**src/design/aes_pkg.sv**
```systemverilog
// Shared types, constants and GF(2^8) helpers for the MixColumns unit.
// Every design file refers to these through scoped names, the testbench
// too (it reads RESULT_DEPTH for its initial credit count).

`default_nettype none

package aes_pkg;

  // One state byte
  typedef logic [7:0] aes_byte_t;

  // One column of four bytes, row 0 in the low byte
  typedef logic [31:0] aes_word_t;

  // Full state, column c at bits 32c..32c+31
  typedef logic [127:0] aes_state_t;

  // Cipher direction, one-hot style codes
  // 2'b00 and 2'b11 are illegal and flagged by decode
  typedef enum logic [1:0] {
    CIPH_FWD = 2'b01,
    CIPH_INV = 2'b10
  } ciph_op_e;

  // Result FIFO depth, also the sender's credit count after reset
  localparam int unsigned RESULT_DEPTH = 4;

  // Occupancy counter must hold 0..RESULT_DEPTH
  localparam int unsigned RESULT_CNT_W = $clog2(RESULT_DEPTH + 1);

  // Read/write pointer width
  localparam int unsigned RESULT_PTR_W = (RESULT_DEPTH > 1) ? $clog2(RESULT_DEPTH) : 1;

  // Field polynomial x^8 + x^4 + x^3 + x + 1, low byte only
  localparam aes_byte_t AES_POLY_LOW = 8'h1b;

  // Multiply by x in GF(2^8)
  function automatic aes_byte_t aes_mul2(input aes_byte_t b);
    aes_byte_t shifted;
    shifted = {b[6:0], 1'b0};
    // Reduce when the top bit falls out
    if (b[7]) begin
      shifted = shifted ^ AES_POLY_LOW;
    end
    return shifted;
  endfunction

  // Multiply by x^2, two chained doublings
  function automatic aes_byte_t aes_mul4(input aes_byte_t b);
    aes_byte_t twice;
    twice = aes_mul2(b);
    return aes_mul2(twice);
  endfunction

endpackage

`default_nettype wire

```
**src/design/aes_mix_stage_if.sv**
```systemverilog
// Carries one state beat between two pipeline stages of the MixColumns unit.
// The producing stage takes src, the consuming stage takes dst.
// There is no ready signal; overflow is ruled out by input credits.

`default_nettype none

interface aes_mix_stage_if;

  // Beat present this cycle
  logic valid;
  // Direction code as received
  aes_pkg::ciph_op_e op;
  // Illegal direction, state passes unchanged
  logic err;
  // Payload
  aes_pkg::aes_state_t state;

  modport src (
    output valid,
    output op,
    output err,
    output state
  );

  modport dst (
    input valid,
    input op,
    input err,
    input state
  );

endinterface

`default_nettype wire

```
**src/design/aes_mix_columns_exec.sv**
```systemverilog
// Second pipeline stage: mixes all four columns of the decoded state in
// one cycle and registers the result. Beats flagged with err keep their
// input state; valid, op and err ride along unchanged.

`default_nettype none

module aes_mix_columns_exec (
  input  logic         clk_i,
  input  logic         rst_n_i,
  aes_mix_stage_if.dst dec_i,
  aes_mix_stage_if.src exe_o
);

  aes_pkg::aes_state_t mixed;
  aes_pkg::aes_state_t next_state;

  // One mixer per column
  for (genvar c = 0; c < 4; c++) begin : gen_col
    aes_mix_single_column aes_mix_single_column_i (
      .op_i   (dec_i.op),
      .data_i (dec_i.state[32*c +: 32]),
      .data_o (mixed[32*c +: 32])
    );
  end

  // Bypass for illegal direction codes
  assign next_state = dec_i.err ? dec_i.state : mixed;

  always_ff @(posedge clk_i or negedge rst_n_i) begin
    if (!rst_n_i) begin
      exe_o.valid <= 1'b0;
    end else begin
      exe_o.valid <= dec_i.valid;
    end
  end

  // Payload moves only with a beat
  always_ff @(posedge clk_i) begin
    if (dec_i.valid) begin
      exe_o.op    <= dec_i.op;
      exe_o.err   <= dec_i.err;
      exe_o.state <= next_state;
    end
  end

  // Erroneous beat leaves the stage with its state untouched
  err_bypass_a: assert property (
    @(posedge clk_i) disable iff (!rst_n_i)
    (dec_i.valid && dec_i.err) |=>
      (exe_o.valid && exe_o.err && exe_o.state == $past(dec_i.state))
  ) else $error("erroneous beat modified by execute stage");

endmodule

`default_nettype wire

```
**src/design/aes_mix_columns_top.sv**
```systemverilog
// MixColumns unit top level: decode, execute and result stages in a row.
// Sender side uses credits (RESULT_DEPTH after reset, one back per
// in_credit_o pulse); consumer side is plain valid/ready.
// Latency from an accepted beat to out_valid_o is three cycles when empty.

`default_nettype none

module aes_mix_columns_top (
  input  logic                clk_i,
  input  logic                rst_n_i,
  input  logic                in_valid_i,
  input  aes_pkg::ciph_op_e   in_op_i,
  input  aes_pkg::aes_state_t in_state_i,
  output logic                in_credit_o,
  output logic                out_valid_o,
  input  logic                out_ready_i,
  output aes_pkg::aes_state_t out_state_o,
  output logic                out_err_o
);

  // Stage links
  aes_mix_stage_if dec_to_exe ();
  aes_mix_stage_if exe_to_res ();

  // Register beat, flag illegal direction
  aes_mix_decode aes_mix_decode_i (
    .clk_i      (clk_i),
    .rst_n_i    (rst_n_i),
    .in_valid_i (in_valid_i),
    .in_op_i    (in_op_i),
    .in_state_i (in_state_i),
    .dec_o      (dec_to_exe.src)
  );

  // Mix four columns
  aes_mix_columns_exec aes_mix_columns_exec_i (
    .clk_i   (clk_i),
    .rst_n_i (rst_n_i),
    .dec_i   (dec_to_exe.dst),
    .exe_o   (exe_to_res.src)
  );

  // Queue results, return credits
  aes_mix_result_buf aes_mix_result_buf_i (
    .clk_i       (clk_i),
    .rst_n_i     (rst_n_i),
    .res_i       (exe_to_res.dst),
    .out_ready_i (out_ready_i),
    .out_valid_o (out_valid_o),
    .out_state_o (out_state_o),
    .out_err_o   (out_err_o),
    .in_credit_o (in_credit_o)
  );

endmodule

`default_nettype wire

```
**src/design/aes_mix_decode.sv**
```systemverilog
// First pipeline stage: registers each sender beat and classifies its
// direction code. Codes other than forward or inverse set err, and the
// later stages then pass the state through untouched.

`default_nettype none

module aes_mix_decode (
  input  logic                clk_i,
  input  logic                rst_n_i,
  input  logic                in_valid_i,
  input  aes_pkg::ciph_op_e   in_op_i,
  input  aes_pkg::aes_state_t in_state_i,
  aes_mix_stage_if.src        dec_o
);

  logic op_illegal;

  // Anything but the two legal codes
  assign op_illegal = !(in_op_i inside {aes_pkg::CIPH_FWD, aes_pkg::CIPH_INV});

  // Valid flag, cleared on reset
  always_ff @(posedge clk_i or negedge rst_n_i) begin
    if (!rst_n_i) begin
      dec_o.valid <= 1'b0;
    end else begin
      dec_o.valid <= in_valid_i;
    end
  end

  // Payload, loaded only on an accepted beat
  always_ff @(posedge clk_i) begin
    if (in_valid_i) begin
      dec_o.op    <= in_op_i;
      dec_o.err   <= op_illegal;
      dec_o.state <= in_state_i;
    end
  end

  // Sender must drive a known direction with every beat
  op_known_a: assert property (
    @(posedge clk_i) disable iff (!rst_n_i)
    in_valid_i |-> !$isunknown(in_op_i)
  ) else $error("in_op_i unknown while in_valid_i is high");

endmodule

`default_nettype wire

```
**src/design/aes_mix_result_buf.sv**
```systemverilog
// Last stage: a small FIFO that holds mixed states for the consumer.
// Results leave on a valid/ready handshake, in arrival order. Each pop
// returns one input credit to the sender on the following cycle.
// The FIFO never needs to refuse a push as long as the sender keeps to
// its credit count, so there is no full back-pressure toward execute.

`default_nettype none

module aes_mix_result_buf (
  input  logic                clk_i,
  input  logic                rst_n_i,
  aes_mix_stage_if.dst        res_i,
  input  logic                out_ready_i,
  output logic                out_valid_o,
  output aes_pkg::aes_state_t out_state_o,
  output logic                out_err_o,
  output logic                in_credit_o
);

  localparam int unsigned PtrW = aes_pkg::RESULT_PTR_W;
  localparam int unsigned CntW = aes_pkg::RESULT_CNT_W;
  localparam int unsigned Last = aes_pkg::RESULT_DEPTH - 1;

  // Storage, no reset
  aes_pkg::aes_state_t mem_state [aes_pkg::RESULT_DEPTH];
  logic                mem_err   [aes_pkg::RESULT_DEPTH];

  logic [PtrW-1:0] wr_ptr_q;
  logic [PtrW-1:0] rd_ptr_q;
  logic [CntW-1:0] cnt_q;
  logic            push;
  logic            pop;
  logic            credit_q;

  assign push = res_i.valid;
  assign pop  = out_valid_o && out_ready_i;

  // Head of queue straight to the consumer
  assign out_valid_o = (cnt_q != '0);
  assign out_state_o = mem_state[rd_ptr_q];
  assign out_err_o   = mem_err[rd_ptr_q];
  assign in_credit_o = credit_q;

  always_ff @(posedge clk_i) begin
    if (push) begin
      mem_state[wr_ptr_q] <= res_i.state;
      mem_err[wr_ptr_q]   <= res_i.err;
    end
  end

  // Pointers wrap at the last entry
  always_ff @(posedge clk_i or negedge rst_n_i) begin
    if (!rst_n_i) begin
      wr_ptr_q <= '0;
      rd_ptr_q <= '0;
    end else begin
      if (push) begin
        wr_ptr_q <= (wr_ptr_q == PtrW'(Last)) ? '0 : wr_ptr_q + 1'b1;
      end
      if (pop) begin
        rd_ptr_q <= (rd_ptr_q == PtrW'(Last)) ? '0 : rd_ptr_q + 1'b1;
      end
    end
  end

  // Occupancy, unchanged on simultaneous push and pop
  always_ff @(posedge clk_i or negedge rst_n_i) begin
    if (!rst_n_i) begin
      cnt_q <= '0;
    end else begin
      case ({push, pop})
        2'b10:   cnt_q <= cnt_q + 1'b1;
        2'b01:   cnt_q <= cnt_q - 1'b1;
        default: cnt_q <= cnt_q;
      endcase
    end
  end

  // Credit goes back the cycle after the pop
  always_ff @(posedge clk_i or negedge rst_n_i) begin
    if (!rst_n_i) begin
      credit_q <= 1'b0;
    end else begin
      credit_q <= pop;
    end
  end

  // A push into a full FIFO means the sender overran its credits
  no_overflow_a: assert property (
    @(posedge clk_i) disable iff (!rst_n_i)
    push |-> (cnt_q < CntW'(aes_pkg::RESULT_DEPTH))
  ) else $error("result FIFO push while full, credit rule broken");

  // Head entry holds still while the consumer stalls
  stall_stable_a: assert property (
    @(posedge clk_i) disable iff (!rst_n_i)
    (out_valid_o && !out_ready_i) |=>
      (out_valid_o && $stable(out_state_o) && $stable(out_err_o))
  ) else $error("result output changed under stall");

endmodule

`default_nettype wire

```
**src/design/aes_mix_single_column.sv**
```systemverilog
// Forward or inverse MixColumns of one 32-bit column, purely combinational.
// Forward mix is built from pairwise XORs and their doubles; the inverse
// adds a 4x/8x correction term on top, so no second matrix is needed.

`default_nettype none

module aes_mix_single_column (
  input  aes_pkg::ciph_op_e op_i,
  input  aes_pkg::aes_word_t data_i,
  output aes_pkg::aes_word_t data_o
);

  aes_pkg::aes_byte_t a      [4];
  aes_pkg::aes_byte_t x      [4];
  aes_pkg::aes_byte_t x_mul2 [4];
  aes_pkg::aes_byte_t y      [2];
  aes_pkg::aes_byte_t y2;
  aes_pkg::aes_byte_t z      [2];
  aes_pkg::aes_byte_t z_sel  [2];
  logic               inv;

  always_comb begin
    // Split into rows, row 0 lowest
    for (int r = 0; r < 4; r++) begin
      a[r] = data_i[8*r +: 8];
    end

    // Neighbouring row sums
    x[0] = a[0] ^ a[3];
    x[1] = a[3] ^ a[2];
    x[2] = a[2] ^ a[1];
    x[3] = a[1] ^ a[0];
    for (int i = 0; i < 4; i++) begin
      x_mul2[i] = aes_pkg::aes_mul2(x[i]);
    end

    // Opposite row sums times 4
    y[0] = aes_pkg::aes_mul4(a[3] ^ a[1]);
    y[1] = aes_pkg::aes_mul4(a[2] ^ a[0]);

    // Sum of all rows times 8
    y2 = aes_pkg::aes_mul2(y[0] ^ y[1]);

    // Inverse correction, z[1] for even rows and z[0] for odd rows
    z[0] = y2 ^ y[0];
    z[1] = y2 ^ y[1];

    // Only the inverse direction adds the correction
    inv      = (op_i == aes_pkg::CIPH_INV);
    z_sel[0] = inv ? z[0] : 8'h00;
    z_sel[1] = inv ? z[1] : 8'h00;

    // 02 03 01 01 per row, plus correction
    data_o[7:0]   = a[1] ^ x_mul2[3] ^ x[1] ^ z_sel[1];
    data_o[15:8]  = a[0] ^ x_mul2[2] ^ x[1] ^ z_sel[0];
    data_o[23:16] = a[3] ^ x_mul2[1] ^ x[3] ^ z_sel[1];
    data_o[31:24] = a[2] ^ x_mul2[0] ^ x[3] ^ z_sel[0];
  end

endmodule

`default_nettype wire

```
**config.mk**
```make
export PLATFORM = sky130hd
export DESIGN_NAME = aes_mix_columns_top
export DESIGN_NICKNAME = d
export VERILOG_FILES = /design/src/design/aes_pkg.sv /design/src/design/aes_mix_stage_if.sv /design/src/design/aes_mix_columns_exec.sv /design/src/design/aes_mix_columns_top.sv /design/src/design/aes_mix_decode.sv /design/src/design/aes_mix_result_buf.sv /design/src/design/aes_mix_single_column.sv
export SDC_FILE = /design/constraint.sdc
export NUM_CORES = 1
export LEC_CHECK = 0
export BUFFER_PORTS_ARGS = -buffer_cell sky130_fd_sc_hd__clkbuf_2
export CORE_UTILIZATION = 40
export CTS_CLUSTER_SIZE = 40
export DETAILED_ROUTE_END_ITERATION = 10
export PLACE_DENSITY = 0.58
export REMOVE_ABC_BUFFERS = 1
export SYNTH_ARGS = -nofsm -noshare
export SYNTH_HDL_FRONTEND = slang
export SYNTH_SLANG_ARGS = --single-unit
```
**constraint.sdc**
```tcl
create_clock -name clk_i -period 3.85 [get_ports clk_i]
set_input_delay 0.385 -clock clk_i [delete_from_list [all_inputs] [get_ports clk_i]]
set_output_delay 0.385 -clock clk_i [all_outputs]
set_load 0.01 [all_outputs]
```
After elaboration in Yosys (flattened, before gate mapping) --
Memories as Yosys holds them, arrays and structs flattened. Cells that the tools add are included. Widths: inputs -> output; s select.
Storage, ports and cells: register bits 270, bits in writable memories 516, output and inout port bits 131, memories 2
Operators by class: add/sub/neg operators 4, equal/unequal tests 7, mux-type cells 50, bitwise operators 120, reduce and logical (&&, ||, !) cells 5
Memory list:
- aes_mix_result_buf_i.mem_state | words 4, width 128, read ports 1, clocked after Yosys merged registers in 0, wr ports 1, line aes_mix_result_buf.sv:25 | aes_pkg::aes_state_t mem_state [aes_pkg::RESULT_DEPTH];
- aes_mix_result_buf_i.mem_err | words 4, width 1, read ports 1, clocked after Yosys merged registers in 0, wr ports 1, line aes_mix_result_buf.sv:26 | logic mem_err [aes_pkg::RESULT_DEPTH];
Operators with widths (number):
- $xor 8x8->8 | 84
- $mux 5 | 36
- $not 4->4 | 36
- $mux 128 | 1
- $mux 8 | 8
- $eq 2x2->1 const B | 5
- $pmux 3 s2 | 1
- $add 2x1->2 const B | 2
- $eq 2x1->1 const B | 2
- $mux 2 | 2
- $reduce_bool 2->1 | 2
- $add 3x1->3 const B | 1
- $reduce_bool 3->1 | 1
- $sub 3x1->3 const B | 1
- $mux 1 | 2
- $logic_and 1x1->1 | 1
- $logic_not 1->1 | 1

Logic depth before layout (Yosys ltp) --
Gate-level depths: netlist of run 1.
word-level depth 12, depth in mapped cells 9, depth with buffers taken out 9

Hierarchy --
From an unflattened synthesis of run 1, not the netlist that was laid out.
Unflattened totals: cell total of the unflattened synthesis 1938, area, all modules 36571.3 um^2
Modules (own cells, without submodules):
- aes_mix_result_buf | instances 1, cells an instance 715, area an instance 19058.3 um^2, seq. area each 15695.1 um^2
- aes_mix_single_column | instances 4, cells an instance 204, area an instance 1991.9 um^2, seq. area each 0.0 um^2
- aes_mix_columns_exec | instances 1, cells an instance 274, area an instance 5577.8 um^2, seq. area each 3958.8 um^2
- aes_mix_decode | instances 1, cells an instance 133, area an instance 3967.6 um^2, seq. area each 3958.8 um^2

Worst setup path before layout of run 1 --
Ideal clock, no wire load.
kind reg-to-reg, from register aes_mix_result_buf_i.wr_ptr_q[0], to memory aes_mix_result_buf_i.mem_err[0] (enable), library setup time 0.503 ns, arrival time 3.580 ns, path slack -0.233 ns, cell stages (with the launch flop) 4, buffers on the path 0, period minus slack after synthesis 4.083 ns, cells stage by stage dfrtp_1 -> inv_1 -> ha_1 -> and2_1
RTL lines:
- start: declaration | line aes_mix_result_buf.sv:28 | logic [PtrW-1:0] wr_ptr_q;
- start signal: assignment | line aes_mix_result_buf.sv:58 | wr_ptr_q <= (wr_ptr_q == PtrW'(Last)) ? '0 : wr_ptr_q + 1'b1;
- end: declaration | line aes_mix_result_buf.sv:26
Straight into the memory's write port.

Final worst setup path of run 1 --
from register aes_mix_decode_i.dec_o.state[6], to register aes_mix_columns_exec_i.exe_o.state[13], data pin
On the way: longest elaborated chain between the ends 7
Ends and longest elaborated chain:
- start: declaration | line aes_mix_stage_if.sv:22 | output state
- start signal: assignment | line aes_mix_decode.sv:35 | dec_o.state <= in_state_i;
- $xor 8x8->8 | line aes_mix_single_column.sv:39 | y[1] = aes_pkg::aes_mul4(a[2] ^ a[0]);
- $mux 5 | line aes_pkg.sv:42 | if (b[7]) begin
- $xor 8x8->8 | line aes_mix_single_column.sv:42 | y2 = aes_pkg::aes_mul2(y[0] ^ y[1]);
- $xor 8x8->8 | line aes_mix_single_column.sv:45 | z[0] = y2 ^ y[0];
- $mux 8 | line aes_mix_single_column.sv:50 | z_sel[0] = inv ? z[0] : 8'h00;
- $xor 8x8->8 | line aes_mix_single_column.sv:55 | data_o[15:8] = a[0] ^ x_mul2[2] ^ x[1] ^ z_sel[0];
- $mux 128 | line aes_mix_columns_exec.sv:27 | assign next_state = dec_i.err ? dec_i.state : mixed;
- via aes_mix_columns_exec_i.next_state[13] | line aes_mix_columns_exec.sv:15 | aes_pkg::aes_state_t next_state;
- end signal: assignment | line aes_mix_columns_exec.sv:42 | exe_o.state <= next_state;
- end: declaration | line aes_mix_stage_if.sv:22
The timed path passes the listed nets, and every way through them passes these cells. A chain may end at the register's enable or synchronous reset.

==> run metrics, run 1 <==
cell area after synthesis roughly 0.036 mm2; layout net count ~2500; Die H about 300 um; Iteration-0 DRC Markers just over 900; end of the critical path aes_mix_columns_exec_i.exe_o.state[13]; critical path startpoint category flop; GP Congestion ~0.78; crit path time final 3.14 ns; proportion of layout cells with a drive suffix above 1 0.280; detailed placement HPWL about 50000 um; Worst VDD drop ~0.4 mV; gr ovfl total 0; Finish-stage setup viols 0; Initial Util 0.406; Power, Total 30.1 mW; leakage around 15 nW; status complete, but fails checks; via count roughly 18000; r2r endpoint aes_mix_columns_exec_i.exe_o.state[13]; Reg clk slew, reported paths about 0.060 ns; pins over their slew limit 0; Fillers 7518; R2R depth 7; cell depth of the worst setup path 7; DRT Wirelength between 70000 and 80000 um; MaxCap Viol Count 0; htree depth 3; antenna cells 0; PwrDens between 700 and 800 mW/mm2; pin count of the biggest net entering global routing 131; post_cts resized 0; final hold vios 0; post-route clock period utilization 0.814; Non-Filler Instances approximately 3600; initial antenna violation count 0; global-route wire length before repair about 120000 um; Max FO, Critical Path 5; worst hold path class in2async; Fmax achieved between 0.3 and 0.4 GHz; CP Capture Type flop; start point of the critical path aes_mix_decode_i.dec_o.state[6]; Final Worst Setup Slack roughly 0.7 ns; I/O Buffers around 260; die area 0.0912 mm2; Max stage delay on crit path 0.54 ns; placed cell count between 3000 and 4000; sequential area share after synthesis 0.654; Post-DP Area slightly below 0.04 mm2; top_reg_cell synth edfxtp_1; RSZ-0062 raised after global routing false; drt first pass iters 8; Area Overhead vs Synth 18.3%; clock skew about 0.028 ns; worst-path cell chain xor2_1, xnor3_2, xor2_2, xnor2_1, mux2i_1, xnor3_1, mux2_2; share of the synthesized area in the top cell type 0.647; row count 109; number of synthesized flops with an enable pin about 780; worst-margin pin slew between 0.9 and 1 ns; CP delay by family, top XOR/XNOR gates; Fin Hold WS ~0.16 ns; via-per-instance ratio about 4.8; CORE AREA 0.0888 mm2; Syn Area/Cell ~18 um2; die width around 300 um; number of setup buffers added after CTS 0; Distinct cells, synth 40; RR Startpoint aes_mix_decode_i.dec_o.state[6]; Yosys warnings 0; I/O pin count 265; largest cells by area after synthesis edfxtp_1, xnor2_1, mux4_2, xor2_1, mux2_2; violated checks design-rule violations; Worst EP arrival between 3 and 4 ns; setup TNS 0 ns; clock buffer depth 3; WL/cell 21.1 um; Final Core Density 0.480; setup slack, reg-to-reg about 0.7 ns; antenna-violating nets left 0; CTS tree built; Post-synth ARST share 0.0127; required time of the critical path 4.23 ns; Slew Limit Headroom 0.377; clk_lat worst skew roughly 0.64 ns; Design Area, Final 0.0426 mm2; clock buffer count from CTS between 80 and 90; DR DRC count 15; WS Path Type reg2reg; number of global-route vias before repair roughly 19000; Mapped Cells ~2100; leading area contributor after synthesis edfxtp_1; Buf+Inv Stages, Crit Path 0; Slowest-stage cell, CP xnor3_2; GRT Util Overall 0.171; cts hold-fix bufs 132; pre-CTS WS between 0.6 and 0.7 ns; Synth Register Bits around 790; CTS Root Cell clkbuf_16; Clock Sinks a little under 800
## cells by family after synthesis
group / after synthesis / synth area share
compound gates: 48 / 0.00674
flops: 786 / 0.654
mux: 226 / 0.111
buf+inv: 177 / 0.0235
fa+ha+maj: 7 / 0.00264
xor+xnor: 674 / 0.187
simple gates: 133 / 0.0157
## sequential cells by signal (all words and copies together) (netlist names)
name                                count
aes_mix_result_buf_i.cnt_q              3
aes_mix_decode_i.dec_o.valid            1
aes_mix_columns_exec_i.exe_o.err        1
aes_mix_decode_i.dec_o.state          128
aes_mix_decode_i.dec_o.err              1
aes_mix_result_buf_i.mem_state        512
aes_mix_result_buf_i.mem_err            4
aes_mix_columns_exec_i.exe_o.state    128
aes_mix_result_buf_i.in_credit_o        1
aes_mix_columns_exec_i.exe_o.valid      1
aes_mix_result_buf_i.wr_ptr_q           2
aes_mix_result_buf_i.rd_ptr_q           2
aes_mix_decode_i.dec_o.op               2
## layout make-up
type / count / area, um2 / share of cell area
Sequential cell: 786 / 23600 / 0.553
Multi-Input combinational cell: 1088 / 11600 / 0.273
Timing Repair Buffer: 435 / 3150 / 0.0740
Clock buffer: 96 / 2210 / 0.0519
Tap cell: 1165 / 1460 / 0.0342
Clock inverter: 61 / 544 / 0.0128
Inverter: 9 / 33.8 / 0.000793
## cell usage in the layout (no fill, tap or decap), drive strengths merged
cell and instances:
edfxtp 776, xor2 126, a21o 1, mux4 129, nor2 40, and2 12
bufinv 7, buf 40, clkinv 40, or2 1, nand2b 6, xnor3 36
clkbuf 359, nand2 70, nor3 1, nor2b 1, inv 14, o21ai 47
dfrtp 10, xor3 7, clkinvlp 9, mux2 83, dlygate4sd3 132, ha 6
fa 1, or3 2, xnor2 505, mux2i 14
## per-layer routing
| metal | global-route usage | routed length (um) | part of all wire |
|---|---|---|---|
| met1 | 0.229 | 33900 | 0.44 |
| met2 | 0.290 | 38300 | 0.50 |
| met3 | 0.0284 | 2910 | 0.038 |
| met4 | 0.0426 | 1580 | 0.021 |
| met5 | 0 | 0 | 0 |
## how the worst min path moves through the flow
| stage | from | endpoint | cells past startpoint |
|---|---|---|---|
| after floorplan | rst_n_i | aes_mix_columns_exec_i.exe_o.valid | 0 |
| after global placement | rst_n_i | aes_mix_result_buf_i.cnt_q[2] | 1 |
| after detailed placement | rst_n_i | aes_mix_result_buf_i.cnt_q[1] | 1 |
| after CTS | rst_n_i | aes_mix_result_buf_i.rd_ptr_q[1] | 2 |
| after global routing | rst_n_i | aes_mix_result_buf_i.rd_ptr_q[1] | 2 |
| final | rst_n_i | aes_mix_result_buf_i.rd_ptr_q[1] | 2 |
## cells in the mapped netlist (all sizes together), types with 2 or more instances
| library cell | instances |
|---|---|
| and2 | 12 |
| buf | 73 |
| clkbuf | 94 |
| dfrtp | 10 |
| edfxtp | 776 |
| ha | 6 |
| inv | 9 |
| mux2 | 83 |
| mux2i | 14 |
| mux4 | 129 |
| nand2 | 70 |
| nand2b | 6 |
| nor2 | 40 |
| o21ai | 47 |
| or3 | 2 |
| xnor2 | 505 |
| xnor3 | 36 |
| xor2 | 126 |
| xor3 | 7 |
## report_power, final
group          internal (mW)  leakage, nW  switching, mW
clock                   4.63         1.33           3.37
sequential              11.7         7.40          0.987
combinational           4.79         5.87           4.70
No activity file was read; power rests on OpenSTA's default activity.
==> inputs of run 2 (changes only) <==
--- a/config.mk
+++ b/config.mk
@@ -9,7 +9,7 @@
 export CORE_UTILIZATION = 40
 export CTS_CLUSTER_SIZE = 40
 export DETAILED_ROUTE_END_ITERATION = 10
-export PLACE_DENSITY = 0.58
+export PLACE_DENSITY = 0.56
 export REMOVE_ABC_BUFFERS = 1
 export SYNTH_ARGS = -nofsm -noshare
 export SYNTH_HDL_FRONTEND = slang
==> constraint.sdc (replaced) <==
create_clock -name clk_i -period 3.25 [get_ports clk_i]
set_input_delay 0.325 -clock clk_i [delete_from_list [all_inputs] [get_ports clk_i]]
set_output_delay 0.325 -clock clk_i [all_outputs]
set_load 0.01 [all_outputs]
==> run 2 against run 1 <==
Net effect:
- the run still ends with design-rule violations left
- total power increased by 18%
- setup slack got worse by 0.46 ns
- register-to-register slack got worse by 0.46 ns
- sequential cell count unchanged
- critical path type unchanged
- largest power group unchanged
==> run metrics, run 2 (synthesis results as in run 1) <==
status complete, but fails checks; violated checks design-rule violations; layout net count approximately 2600; I/O pin count 265; clock buffer count from CTS 84; post_cts resized 0; GRT Util Overall 0.174; CTS tree built; RR Startpoint aes_mix_decode_i.dec_o.state[38]; clock buffer depth 3; MaxCap Viol Count 0; PwrDens 829 mW/mm2; Buf+Inv Stages, Crit Path 0; required time of the critical path 3.62 ns; CTS Root Cell clkbuf_16; die width around 300 um; setup TNS 0 ns; DRT Wirelength 77600 um; htree depth 3; CP delay by family, top XOR/XNOR gates; Max stage delay on crit path between 0.5 and 0.6 ns; clk_lat worst skew approximately 0.63 ns; Die H 302 um; crit path time final 3.00 ns; antenna-violating nets left 0; Non-Filler Instances 3670; Largest Register aes_mix_result_buf_i.mem_state; antenna cells 0; WL/cell between 20 and 25 um; GP Congestion 0.793; Reg clk slew, reported paths around 0.060 ns; Area Overhead vs Synth 18.6%; via count approximately 18000; largest registers aes_mix_result_buf_i.mem_state (512), aes_mix_columns_exec_i.exe_o.state (128), aes_mix_decode_i.dec_o.state (128); most common cell after layout, fill and taps aside edfxtp_1; row count around 110; initial antenna violation count 3; Largest register FFs a little over 500; Worst EP arrival around 3.4 ns; CORE AREA 0.0888 mm2; Fillers 7443; clock skew ~0.024 ns; number of global-route vias before repair 19100; Iteration-0 DRC Markers 1005; worst-path cell chain xor2_1, xnor3_2, xor2_2, xnor2_1, mux2i_1, xnor3_1, mux2_2; gr ovfl total 0; commonest cells after routing, fill and taps aside edfxtp_1, xnor2_1, clkbuf_2, dlygate4sd3_1, mux4_2; post-route clock period utilization 0.922; worst-margin pin slew 0.825 ns; Slew Limit Headroom 0.448; via-per-instance ratio between 4 and 5; pin count of the biggest net entering global routing approximately 70; I/O Buffers 264; WS Path Type reg2reg; Worst VDD drop just under 0.6 mV; detailed placement HPWL roughly 51000 um; worst hold path class in2async; global-route wire length before repair ~120000 um; pins over their slew limit 0; placed cell count between 3000 and 4000; final hold vios 0; Max FO, Critical Path 3; leakage ~15 nW; DR DRC count 14; RSZ-0062 raised after global routing false; CP Capture Type flop; Initial Util 0.406; drt first pass iters 10; start point of the critical path aes_mix_decode_i.dec_o.state[38]; Finish-stage setup viols 0; number of setup buffers added after CTS 0; critical path startpoint category flop; die area about 0.09 mm2; proportion of layout cells with a drive suffix above 1 0.283; Slowest-stage cell, CP xnor3_2; Clock Sinks slightly below 800; Fmax achieved 0.334 GHz
## run 2: changes by cell type in the layout (fill, tap and decap cells not counted), sizes merged
| cell | previous run | this run |
|---|---|---|
| bufinv | 7 | 4 |
| buf | 40 | 70 |
| clkbuf | 359 | 365 |
| clkinvlp | 9 | 4 |
| clkinv | 40 | 42 |
## run 2: metrics by stage
| step | utilization | setup slack (ns) | hold slack [ns] | area, um2 | power, mW |
|---|---|---|---|---|---|
| 3_3_place_gp | 0.437 | 0.296 | 0.204 | 38800 | 26.5 |
| 3_5_place_dp | 0.437 | 0.250 | 0.210 | 38800 | 26.7 |
| 4_1_cts | 0.481 | 0.227 | 0.0570 | 42700 | 36.1 |
| 6_report | 0.481 | 0.253 | 0.0960 | 42700 | 35.4 |
| 5_1_grt | 0.481 | 0.0574 | 0.0942 | 42700 | 37.3 |
| 2_1_floorplan | - | -2.77 | 0.0294 | 35200 | 22.7 |
## run 2: timing repair
| action | CTS | global route |
|---|---|---|
| setup endpoints to repair | 0 | 0 |
| hold buffers | 132 | 0 |
| hold endpoints to repair | 142 | 0 |
## run 2: final timing paths
path                                                          endpoint  slack [ns]  cells after the start
worst max register to register  aes_mix_columns_exec_i.exe_o.state[61]        0.25                      7
min in group clk_i                   aes_mix_decode_i.dec_o.state[116]        0.17                      1
worst min register to register           aes_mix_result_buf_i.cnt_q[2]        0.49                      1
worst max-delay path            aes_mix_columns_exec_i.exe_o.state[61]        0.25                      7
max in group asynchronous                 aes_mix_decode_i.dec_o.valid        2.92                      2
worst min-delay path                     aes_mix_result_buf_i.cnt_q[0]         0.1                      2
## run 2: area by class of cell
class	instances	area [um2]	share of cell area
tap	1165	1460	0.0341
clock inverter	55	399	0.00934
sequential	786	23600	0.552
multi-input combinational	1088	11600	0.272
inverter	9	33.8	0.000791
timing repair buffer	465	3420	0.0800
clock buffer	102	2210	0.0518
## run 2: report_power, final
part	total (mW)	switching [mW]	internal, mW
combinational	11.4	5.66	5.77
sequential	14.9	1.13	13.8
clock	9.07	3.89	5.18
## run 2: per-layer routing
metal,GRT usage,vias to the layer above,part of all wire
met2,0.297,375,0.50
met1,0.228,9063,0.43
met5,0,-,0.00019
met3,0.0327,106,0.048
li1,-,8221,-
met4,0.0449,2,0.019
## run 2: worst reg2reg max path: cells and delay by family, from the launching register on
family | cells | cell delay (ns)
XOR/XNOR | 5 | 1.79
multiplexers | 2 | 0.55
flip-flops | 1 | 0.40
